<file path="config.mk">
export PLATFORM = sky130hd
export DESIGN_NAME = rv_core
export DESIGN_NICKNAME = d
export VERILOG_FILES = /design/src/hw/rv_core_pkg.sv /design/src/hw/rv_isa_pkg.sv /design/src/hw/rv_fetch.sv /design/src/hw/rv_inst_queue.sv /design/src/hw/rv_regfile.sv /design/src/hw/rv_exec.sv /design/src/hw/rv_core.sv
export SDC_FILE = /design/constraint.sdc
export NUM_CORES = 2
export LEC_CHECK = 0
export ABC_CLOCK_PERIOD_IN_PS = 11100
export BUFFER_PORTS_ARGS = -buffer_cell sky130_fd_sc_hd__buf_2
export CELL_PAD_IN_SITES_DETAIL_PLACEMENT = 1
export CELL_PAD_IN_SITES_GLOBAL_PLACEMENT = 1
export CORE_AREA = 4 4 585 587
export DETAILED_ROUTE_END_ITERATION = 8
export DIE_AREA = 0 0 589 591
export PLACE_DENSITY = 0.61
export SETUP_SLACK_MARGIN = 0.3
export SYNTH_ARGS = -nofsm -noshare
export SYNTH_HDL_FRONTEND = slang
export SYNTH_SLANG_ARGS = --single-unit
</file>
<file path="constraint.sdc">
create_clock -name clk -period 11.1 [get_ports clk]
set_input_delay 0 -clock clk [delete_from_list [all_inputs] [get_ports clk]]
set_output_delay 0 -clock clk [all_outputs]
set_load 0.005 [all_outputs]
</file>
<file path="src/hw/rv_core_pkg.sv">
package rv_core_pkg;

	// register and result value
	typedef logic [63:0] xlen_t;

	// instruction word
	typedef logic [31:0] inst_t;

	// byte address into the icache space
	typedef logic [11:0] pc_t;

	// register index
	typedef logic [4:0] reg_addr_t;

	// first fetch address
	localparam pc_t RESET_PC = 12'h000;

	// pc step between instructions
	localparam pc_t INST_BYTES = 12'd4;

	// entries between fetch and execute
	localparam int QUEUE_DEPTH = 2;

endpackage

</file>
<file path="src/hw/rv_isa_pkg.sv">
package rv_isa_pkg;

	// instruction fields
	typedef logic [6:0] opcode_t;
	typedef logic [2:0] funct3_t;
	typedef logic [6:0] funct7_t;

	// major opcodes of the supported subset
	localparam opcode_t OPC_LUI    = 7'b0110111;
	localparam opcode_t OPC_OP_IMM = 7'b0010011;
	localparam opcode_t OPC_OP     = 7'b0110011;
	localparam opcode_t OPC_BRANCH = 7'b1100011;
	localparam opcode_t OPC_JAL    = 7'b1101111;

	// alu funct3, shared by OP and OP_IMM
	localparam funct3_t F3_ADD = 3'b000;
	localparam funct3_t F3_XOR = 3'b100;
	localparam funct3_t F3_OR  = 3'b110;
	localparam funct3_t F3_AND = 3'b111;

	// branch funct3
	localparam funct3_t F3_BEQ = 3'b000;
	localparam funct3_t F3_BNE = 3'b001;

	// selects SUB over ADD in OP
	localparam funct7_t F7_SUB = 7'b0100000;

endpackage

</file>
<file path="src/hw/rv_fetch.sv">
`timescale 1ns/100ps

module rv_fetch
	import rv_core_pkg::*;
(
	input  logic  clk,
	input  logic  rst_i,
	input  logic  jump_en_i,
	input  pc_t   jump_pc_i,
	input  logic  fq_full_i,
	input  inst_t icache_data_i,
	input  logic  icache_ready_i,
	output logic  icache_req_valid_o,
	output pc_t   icache_req_addr_o,
	output logic  fq_push_o,
	output inst_t fq_inst_o,
	output pc_t   fq_pc_o
);
	typedef enum logic [1:0] {
		ST_IDLE,
		ST_WAIT,
		ST_DROP
	} fetch_state_t;

	fetch_state_t state_q;
	pc_t          pc_q;
	pc_t          req_addr_q;
	pc_t          pc_step;

	assign pc_step = pc_q + INST_BYTES;

	// request stays up and stable until the cache answers
	assign icache_req_valid_o = (state_q != ST_IDLE);
	assign icache_req_addr_o  = req_addr_q;

	// a response that meets a jump is thrown away
	assign fq_push_o = (state_q == ST_WAIT) && icache_ready_i && !jump_en_i;
	assign fq_inst_o = icache_data_i;
	assign fq_pc_o   = req_addr_q;

	always_ff @(posedge clk) begin
		if (rst_i) begin
			state_q    <= ST_IDLE;
			pc_q       <= RESET_PC;
			req_addr_q <= RESET_PC;
		end else begin
			case (state_q)
				ST_IDLE: begin
					if (jump_en_i) begin
						pc_q <= jump_pc_i;
					end else if (!fq_full_i) begin
						req_addr_q <= pc_q;
						state_q    <= ST_WAIT;
					end
				end
				ST_WAIT: begin
					if (jump_en_i) begin
						pc_q    <= jump_pc_i;
						state_q <= icache_ready_i ? ST_IDLE : ST_DROP;
					end else if (icache_ready_i) begin
						pc_q <= pc_step;
						// back to back if the queue still has room
						if (!fq_full_i) begin
							req_addr_q <= pc_step;
						end else begin
							state_q <= ST_IDLE;
						end
					end
				end
				ST_DROP: begin
					if (jump_en_i) begin
						pc_q <= jump_pc_i;
					end
					if (icache_ready_i) begin
						state_q <= ST_IDLE;
					end
				end
				default: state_q <= ST_IDLE;
			endcase
		end
	end

endmodule

</file>
<file path="src/hw/rv_inst_queue.sv">
`timescale 1ns/100ps

module rv_inst_queue
	import rv_core_pkg::*;
(
	input  logic  clk,
	input  logic  rst_i,
	input  logic  push_i,
	input  inst_t push_inst_i,
	input  pc_t   push_pc_i,
	input  logic  pop_i,
	input  logic  flush_i,
	output logic  full_o,
	output logic  head_valid_o,
	output inst_t head_inst_o,
	output pc_t   head_pc_o
);
	typedef logic [$clog2(QUEUE_DEPTH)-1:0]   ptr_t;
	typedef logic [$clog2(QUEUE_DEPTH+1)-1:0] count_t;

	inst_t  inst_mem [QUEUE_DEPTH];
	pc_t    pc_mem   [QUEUE_DEPTH];
	ptr_t   wr_ptr_q;
	ptr_t   rd_ptr_q;
	count_t count_q;
	count_t count_nxt;
	logic   do_pop;

	function automatic ptr_t ptr_inc(ptr_t p);
		return (p == ptr_t'(QUEUE_DEPTH - 1)) ? '0 : p + ptr_t'(1);
	endfunction

	assign do_pop = pop_i && (count_q != '0);

	always_comb begin
		count_nxt = count_q;
		if (push_i && !do_pop) begin
			count_nxt = count_q + count_t'(1);
		end else if (do_pop && !push_i) begin
			count_nxt = count_q - count_t'(1);
		end
	end

	// occupancy after this edge, so fetch sees the push in progress
	assign full_o = (count_nxt >= count_t'(QUEUE_DEPTH));

	assign head_valid_o = (count_q != '0);
	assign head_inst_o  = inst_mem[rd_ptr_q];
	assign head_pc_o    = pc_mem[rd_ptr_q];

	always_ff @(posedge clk) begin
		if (rst_i || flush_i) begin
			wr_ptr_q <= '0;
			rd_ptr_q <= '0;
			count_q  <= '0;
		end else begin
			if (push_i) begin
				wr_ptr_q <= ptr_inc(wr_ptr_q);
			end
			if (do_pop) begin
				rd_ptr_q <= ptr_inc(rd_ptr_q);
			end
			count_q <= count_nxt;
		end
	end

	always_ff @(posedge clk) begin
		if (push_i && !flush_i) begin
			inst_mem[wr_ptr_q] <= push_inst_i;
			pc_mem[wr_ptr_q]   <= push_pc_i;
		end
	end

endmodule

</file>
<file path="src/hw/rv_regfile.sv">
`timescale 1ns/100ps

module rv_regfile
	import rv_core_pkg::*;
(
	input  logic      clk,
	input  reg_addr_t rs1_addr_i,
	input  reg_addr_t rs2_addr_i,
	output xlen_t     rs1_data_o,
	output xlen_t     rs2_data_o,
	input  logic      we_i,
	input  reg_addr_t rd_addr_i,
	input  xlen_t     rd_data_i
);
	// x1..x31, x0 has no storage
	xlen_t regs [1:31];

	always_ff @(posedge clk) begin
		if (we_i && (rd_addr_i != '0)) begin
			regs[rd_addr_i] <= rd_data_i;
		end
	end

	// no internal write-through, execute bypasses the pending write
	assign rs1_data_o = (rs1_addr_i == '0) ? '0 : regs[rs1_addr_i];
	assign rs2_data_o = (rs2_addr_i == '0) ? '0 : regs[rs2_addr_i];

endmodule

</file>
<file path="src/hw/rv_exec.sv">
`timescale 1ns/100ps

module rv_exec
	import rv_core_pkg::*, rv_isa_pkg::*;
(
	input  logic      clk,
	input  logic      rst_i,
	input  logic      head_valid_i,
	input  inst_t     head_inst_i,
	input  pc_t       head_pc_i,
	output reg_addr_t rs1_addr_o,
	output reg_addr_t rs2_addr_o,
	input  xlen_t     rs1_data_i,
	input  xlen_t     rs2_data_i,
	output logic      jump_en_o,
	output pc_t       jump_pc_o,
	output logic      retire_valid_o,
	output reg_addr_t retire_rd_o,
	output xlen_t     retire_data_o
);
	opcode_t   opcode;
	funct3_t   funct3;
	funct7_t   funct7;
	reg_addr_t rd;
	xlen_t     imm_i;
	xlen_t     imm_u;
	xlen_t     imm_b;
	xlen_t     imm_j;
	xlen_t     op1;
	xlen_t     op2;
	xlen_t     result;
	pc_t       link_pc;
	logic      writes_rd;
	logic      taken;
	logic      wb_en;

	logic      wb_valid_q;
	reg_addr_t wb_rd_q;
	xlen_t     wb_data_q;

	assign opcode     = head_inst_i[6:0];
	assign rd         = head_inst_i[11:7];
	assign funct3     = head_inst_i[14:12];
	assign rs1_addr_o = head_inst_i[19:15];
	assign rs2_addr_o = head_inst_i[24:20];
	assign funct7     = head_inst_i[31:25];

	assign imm_i = {{52{head_inst_i[31]}}, head_inst_i[31:20]};
	assign imm_u = {{32{head_inst_i[31]}}, head_inst_i[31:12], 12'b0};
	assign imm_b = {{51{head_inst_i[31]}}, head_inst_i[31], head_inst_i[7],
		head_inst_i[30:25], head_inst_i[11:8], 1'b0};
	assign imm_j = {{43{head_inst_i[31]}}, head_inst_i[31], head_inst_i[19:12],
		head_inst_i[20], head_inst_i[30:21], 1'b0};

	// bypass from the result that retires this cycle
	assign op1 = (wb_valid_q && (wb_rd_q == rs1_addr_o)) ? wb_data_q : rs1_data_i;
	assign op2 = (wb_valid_q && (wb_rd_q == rs2_addr_o)) ? wb_data_q : rs2_data_i;

	assign link_pc = head_pc_i + INST_BYTES;

	always_comb begin
		result    = '0;
		writes_rd = 1'b0;
		taken     = 1'b0;
		jump_pc_o = head_pc_i + pc_t'(imm_b);
		case (opcode)
			OPC_LUI: begin
				result    = imm_u;
				writes_rd = 1'b1;
			end
			OPC_OP_IMM: begin
				if (funct3 == F3_ADD) begin
					result    = op1 + imm_i;
					writes_rd = 1'b1;
				end
			end
			OPC_OP: begin
				writes_rd = 1'b1;
				case (funct3)
					F3_ADD:  result = (funct7 == F7_SUB) ? op1 - op2 : op1 + op2;
					F3_XOR:  result = op1 ^ op2;
					F3_OR:   result = op1 | op2;
					F3_AND:  result = op1 & op2;
					default: writes_rd = 1'b0;
				endcase
			end
			OPC_BRANCH: begin
				case (funct3)
					F3_BEQ:  taken = (op1 == op2);
					F3_BNE:  taken = (op1 != op2);
					default: taken = 1'b0;
				endcase
			end
			OPC_JAL: begin
				taken     = 1'b1;
				writes_rd = 1'b1;
				result    = xlen_t'(link_pc);
				jump_pc_o = head_pc_i + pc_t'(imm_j);
			end
			// anything else passes as a no-op
			default: ;
		endcase
	end

	assign jump_en_o = head_valid_i && taken;
	assign wb_en     = head_valid_i && writes_rd && (rd != '0);

	always_ff @(posedge clk) begin
		if (rst_i) begin
			wb_valid_q <= 1'b0;
		end else begin
			wb_valid_q <= wb_en;
		end
	end

	always_ff @(posedge clk) begin
		if (wb_en) begin
			wb_rd_q   <= rd;
			wb_data_q <= result;
		end
	end

	assign retire_valid_o = wb_valid_q;
	assign retire_rd_o    = wb_rd_q;
	assign retire_data_o  = wb_data_q;

endmodule

</file>
<file path="src/hw/rv_core.sv">
`timescale 1ns/100ps

module rv_core
	import rv_core_pkg::*;
(
	input  logic      clk,
	input  logic      rst_i,
	output logic      icache_req_valid_o,
	output pc_t       icache_req_addr_o,
	input  inst_t     icache_data_i,
	input  logic      icache_ready_i,
	output logic      cpu_jump_o,
	output logic      retire_valid_o,
	output reg_addr_t retire_rd_o,
	output xlen_t     retire_data_o
);
	// fetch to queue
	logic      fq_push;
	inst_t     fq_inst;
	pc_t       fq_pc;
	logic      fq_full;
	// queue to execute
	logic      fq_head_valid;
	inst_t     fq_head_inst;
	pc_t       fq_head_pc;
	// execute redirect
	logic      jump_en;
	pc_t       jump_pc;
	// register reads
	reg_addr_t rs1_addr;
	reg_addr_t rs2_addr;
	xlen_t     rs1_data;
	xlen_t     rs2_data;

	assign cpu_jump_o = jump_en;

	rv_fetch fetch_inst (
		.clk               (clk               ),
		.rst_i             (rst_i             ),
		.jump_en_i         (jump_en           ),
		.jump_pc_i         (jump_pc           ),
		.fq_full_i         (fq_full           ),
		.icache_data_i     (icache_data_i     ),
		.icache_ready_i    (icache_ready_i    ),
		.icache_req_valid_o(icache_req_valid_o),
		.icache_req_addr_o (icache_req_addr_o ),
		.fq_push_o         (fq_push           ),
		.fq_inst_o         (fq_inst           ),
		.fq_pc_o           (fq_pc             )
	);

	rv_inst_queue queue_inst (
		.clk         (clk          ),
		.rst_i       (rst_i        ),
		.push_i      (fq_push      ),
		.push_inst_i (fq_inst      ),
		.push_pc_i   (fq_pc        ),
		.pop_i       (fq_head_valid),
		.flush_i     (jump_en      ),
		.full_o      (fq_full      ),
		.head_valid_o(fq_head_valid),
		.head_inst_o (fq_head_inst ),
		.head_pc_o   (fq_head_pc   )
	);

	rv_exec exec_inst (
		.clk           (clk           ),
		.rst_i         (rst_i         ),
		.head_valid_i  (fq_head_valid ),
		.head_inst_i   (fq_head_inst  ),
		.head_pc_i     (fq_head_pc    ),
		.rs1_addr_o    (rs1_addr      ),
		.rs2_addr_o    (rs2_addr      ),
		.rs1_data_i    (rs1_data      ),
		.rs2_data_i    (rs2_data      ),
		.jump_en_o     (jump_en       ),
		.jump_pc_o     (jump_pc       ),
		.retire_valid_o(retire_valid_o),
		.retire_rd_o   (retire_rd_o   ),
		.retire_data_o (retire_data_o )
	);

	// retire port is the write port
	rv_regfile regfile_inst (
		.clk       (clk           ),
		.rs1_addr_i(rs1_addr      ),
		.rs2_addr_i(rs2_addr      ),
		.rs1_data_o(rs1_data      ),
		.rs2_data_o(rs2_data      ),
		.we_i      (retire_valid_o),
		.rd_addr_i (retire_rd_o   ),
		.rd_data_i (retire_data_o )
	);

endmodule

</file>
==> flow_summary.yaml <==
outcome:
  outcome: "complete, no violations"
global_route:
  grt_use_total_pct: 29.1
  grt_pass1_vias: 99984
  antenna_found_initial: 18
  grt_max_degree: 123
  grt_overflow: 0
  grt_pass1_wl_mm: 742
floorplan:
  io_pins: 119
  coreArea_um2: 336000
  dieWidth_um: 589
  die_y_um: 591
  start_util_pct: 34.9
  dieArea_um2: 348000
  rows: 213
route:
  wire_per_inst_um: 34.1
  dr.first_iter.drc_count: 11256
  vias_per_cell: 6.34
  highest_layer: "met5"
  met1_length_mm: 218
  routed_wl_mm: 525
  antenna_left: 0
  drc_errors: 0
  vias: 97655
  drtPass1Iterations: 6
  wl_met3_mm: 43.9
  met2WireLength_mm: 241
place:
  post-place-cells: 14864
  gp_congestion: 0.953
  port_buffers: 118
  hpwl_mm: 324
logic_synthesis:
  ys_ff_latch: 2173
  synthCells: 10757
  ys_async_sr_fraction_pct: 0
  synth.net_count: 11059
  yosys_warnings: 0
  ys_seq_area_share_pct: 55.3
  ys_types: 104
  synth_edf_count: 2141
  synth_area_per_cell_um2: 10.9
  synth_flop_cell: "edfxtp_1"
  syn_area_um2: 117000
cells_and_area:
  nFillCells: 36294
  fin_cells: 15405
  multiInputGateArea_um2: 48900
  final_util_pct: 39.7
  final_cell_mix: "nand2_1, edfxtp_1, nand3_1"
  layout.nets: 10991
  synthToLayoutAreaGrowth_pct: 13.5
  final_common_cell: "nand2_1"
  drive_gt1_share_pct: 12.2
  register_area_um2: 64900
min_path:
  min_to: "fetch_inst.pc_q[3]"
  hold_class: "primary input to flop"
  min_from: "rst_i"
  min_path_cells: 3
flow_run:
  drv_cap: 0
worst_setup_path:
  critPathMaxFanout: 52
  worstSetupStartpointType: "flop"
  worstPathArrival_ns: 10.82
  reg2reg_to: "fetch_inst.fq_pc_o[9]"
  rrSetupSlack_ns: 1.11
  cp-end-kind: "flop"
  critPathKind: "flop to flop"
  rr_worst_depth: 22
  crit_required_ns: 11.93
timing:
  rsz0062_at_grt: "no"
  period_needed_ns: 9.99
  hold_violations: 0
  finalMaxSlewViolations: 0
  fin_setup_tns_ns: 0
  min_period_over_period_pct: 90.0
  finalSetupViolations: 0
  max_freq_mhz: 100
  relSlewSlack_pct: 5.79
  clock-skew-final_ns: 0.0762
  tightestPinTransition_ns: 1.41
clock_tree:
  post_cts_buffers: 0
  cts_htree_levels: 5
  post_cts_resized: 0
  cts-root-buf: "clkbuf_16"
  clk_latency_ns: 0.94
  cts_sinks: 2173
  clk_pin_slew_ns: 0.06
  max-clock-path-buffers: 4
  cts_tree: "built"
  numCtsBuffers: 268
power:
  total_power_w: 0.0368
  p_per_area_nw_per_um2: 276
  vdd_drop_max_mv: 0.168
  power.leakage_nw: 45.4
-- synth_stat cells (8+ instances only) --
library cell  count  area [um2]
nor4_1           32         200
a31oi_1         285        1780
mux4_2          383        8630
nor3_1           60         300
or3_1            13        81.3
or2_2             9        56.3
edfxtp_1       2141       64300
a21oi_1         518        2590
a2111oi_0        66         578
nand2b_1         37         231
o22ai_1         166        1040
o21bai_1         57         428
a32oi_1         136        1190
mux2i_1         161        1610
o211ai_1         39         293
dfxtp_1          32         641
buf_2            47         235
a211oi_1         42         315
or4_1            10        75.1
ha_1            264        3300
nor2b_1          38         238
a221oi_1         27         236
nand4_1          57         357
o221ai_1         25         219
nand3_1         869        4350
xor2_1           39         342
inv_1           251         942
buf_1            79         297
a22oi_1          30         225
xnor2_1         121        1060
and2_1           15        93.8
o21ai_1          12        60.1
a21boi_0          8        60.1
a211o_1          10        87.6
nor2_1          348        1310
a311oi_1        132        1160
o31ai_1          31         233
o21ai_0         550        2750
a21o_1           65         488
clkbuf_1        702        2640
nand2_1        2479        9310
and3_1           82         513
mux2_2           22         248
o21a_1          118         886
-- logic make-up after synthesis --
kind of cell	share of synthesized area, %
AO/OA/AOI/OAI	13.3
buffers and inverters	3.60
AND/OR/NAND/NOR	14.8
adder cells (fa/ha/maj)	2.87
XOR/XNOR	1.19
flip-flops	55.3
multiplexers	8.98
-- metal layers --
layer	track usage, %	up-vias
met2	46.6	4902
met3	5.12	1091
met1	39.7	51352
met5	0	-
met4	10.5	8
li1	-	40302
-- state kept, by name (all words and copies together) (netlist names), named ones only --
register and flops:
exec_inst.retire_data_o 64, exec_inst.retire_rd_o 5, exec_inst.retire_valid_o 1, fetch_inst.fq_pc_o 12, fetch_inst.pc_q 12, fetch_inst.state_q 2, queue_inst.count_q 2, queue_inst.inst_mem 64
queue_inst.pc_mem 24, queue_inst.rd_ptr_q 1, queue_inst.wr_ptr_q 1, regfile_inst.regs 1984
-- how the worst max path moves through the flow --
stage	end	slack [ns]	depth (start not counted)
2_1_floorplan	queue_inst.inst_mem[1][0]	1.63	26
3_3_place_gp	fetch_inst.fq_pc_o[10]	1.37	22
3_5_place_dp	fetch_inst.fq_pc_o[9]	1.36	22
4_1_cts	fetch_inst.fq_pc_o[9]	1.24	22
5_1_grt	fetch_inst.fq_pc_o[4]	0.66	22
6_report	fetch_inst.fq_pc_o[9]	1.11	22
-- cell type report --
cell class                      instances  area share [%]
Clock inverter                        147            1.06
Antenna cell                            4         0.00750
Sequential cell                      2173            48.7
Clock buffer                          320            5.29
Inverter                              252           0.724
Timing Repair Buffer                  501            3.33
Multi-Input combinational cell       7493            36.7
Tap cell                             4515            4.24
-- worst max-delay path, cell delays in order, from the launching register on --
cell	delay [ns]
dfxtp_4	0.74
buf_4	0.50
mux2_8	0.63
buf_4	0.42
a311oi_1	0.35
a31oi_1	0.09
a2111oi_0	1.11
a21oi_1	0.24
o21ai_0	0.53
buf_4	0.23
ha_1	0.32
nor3_1	0.43
nand4_1	0.30
or4_1	0.62
nor4_1	0.56
buf_4	0.27
xnor2_1	0.08
a21oi_1	0.61
nor2_1	0.41
a2111oi_4	0.54
buf_4	0.32
nor2_1	0.07
a211oi_1	0.25
-- power by group --
part | internal (W) | switching (W)
clock | 0.00500 | 0.00368
sequential | 0.00906 | 0.000135
combinational | 0.00593 | 0.0130
total | 0.0200 | 0.0168
-- per-stage QoR --
stage	area [um2]	worst slack (ns)	hold WS (ns)
after floorplan	117000	1.63	0.0787
after global placement	124000	1.37	0.192
after global routing	133000	0.662	0.165
after CTS	133000	1.24	0.0825
final	133000	1.11	0.134
after detailed placement	124000	1.36	0.194
-- repair_timing --
action,in CTS,in global routing
hold buffers,68,0
setup endpoints to repair,0,0
endpoints found under the hold margin,128,0
(Power assumes the default switching activity.)
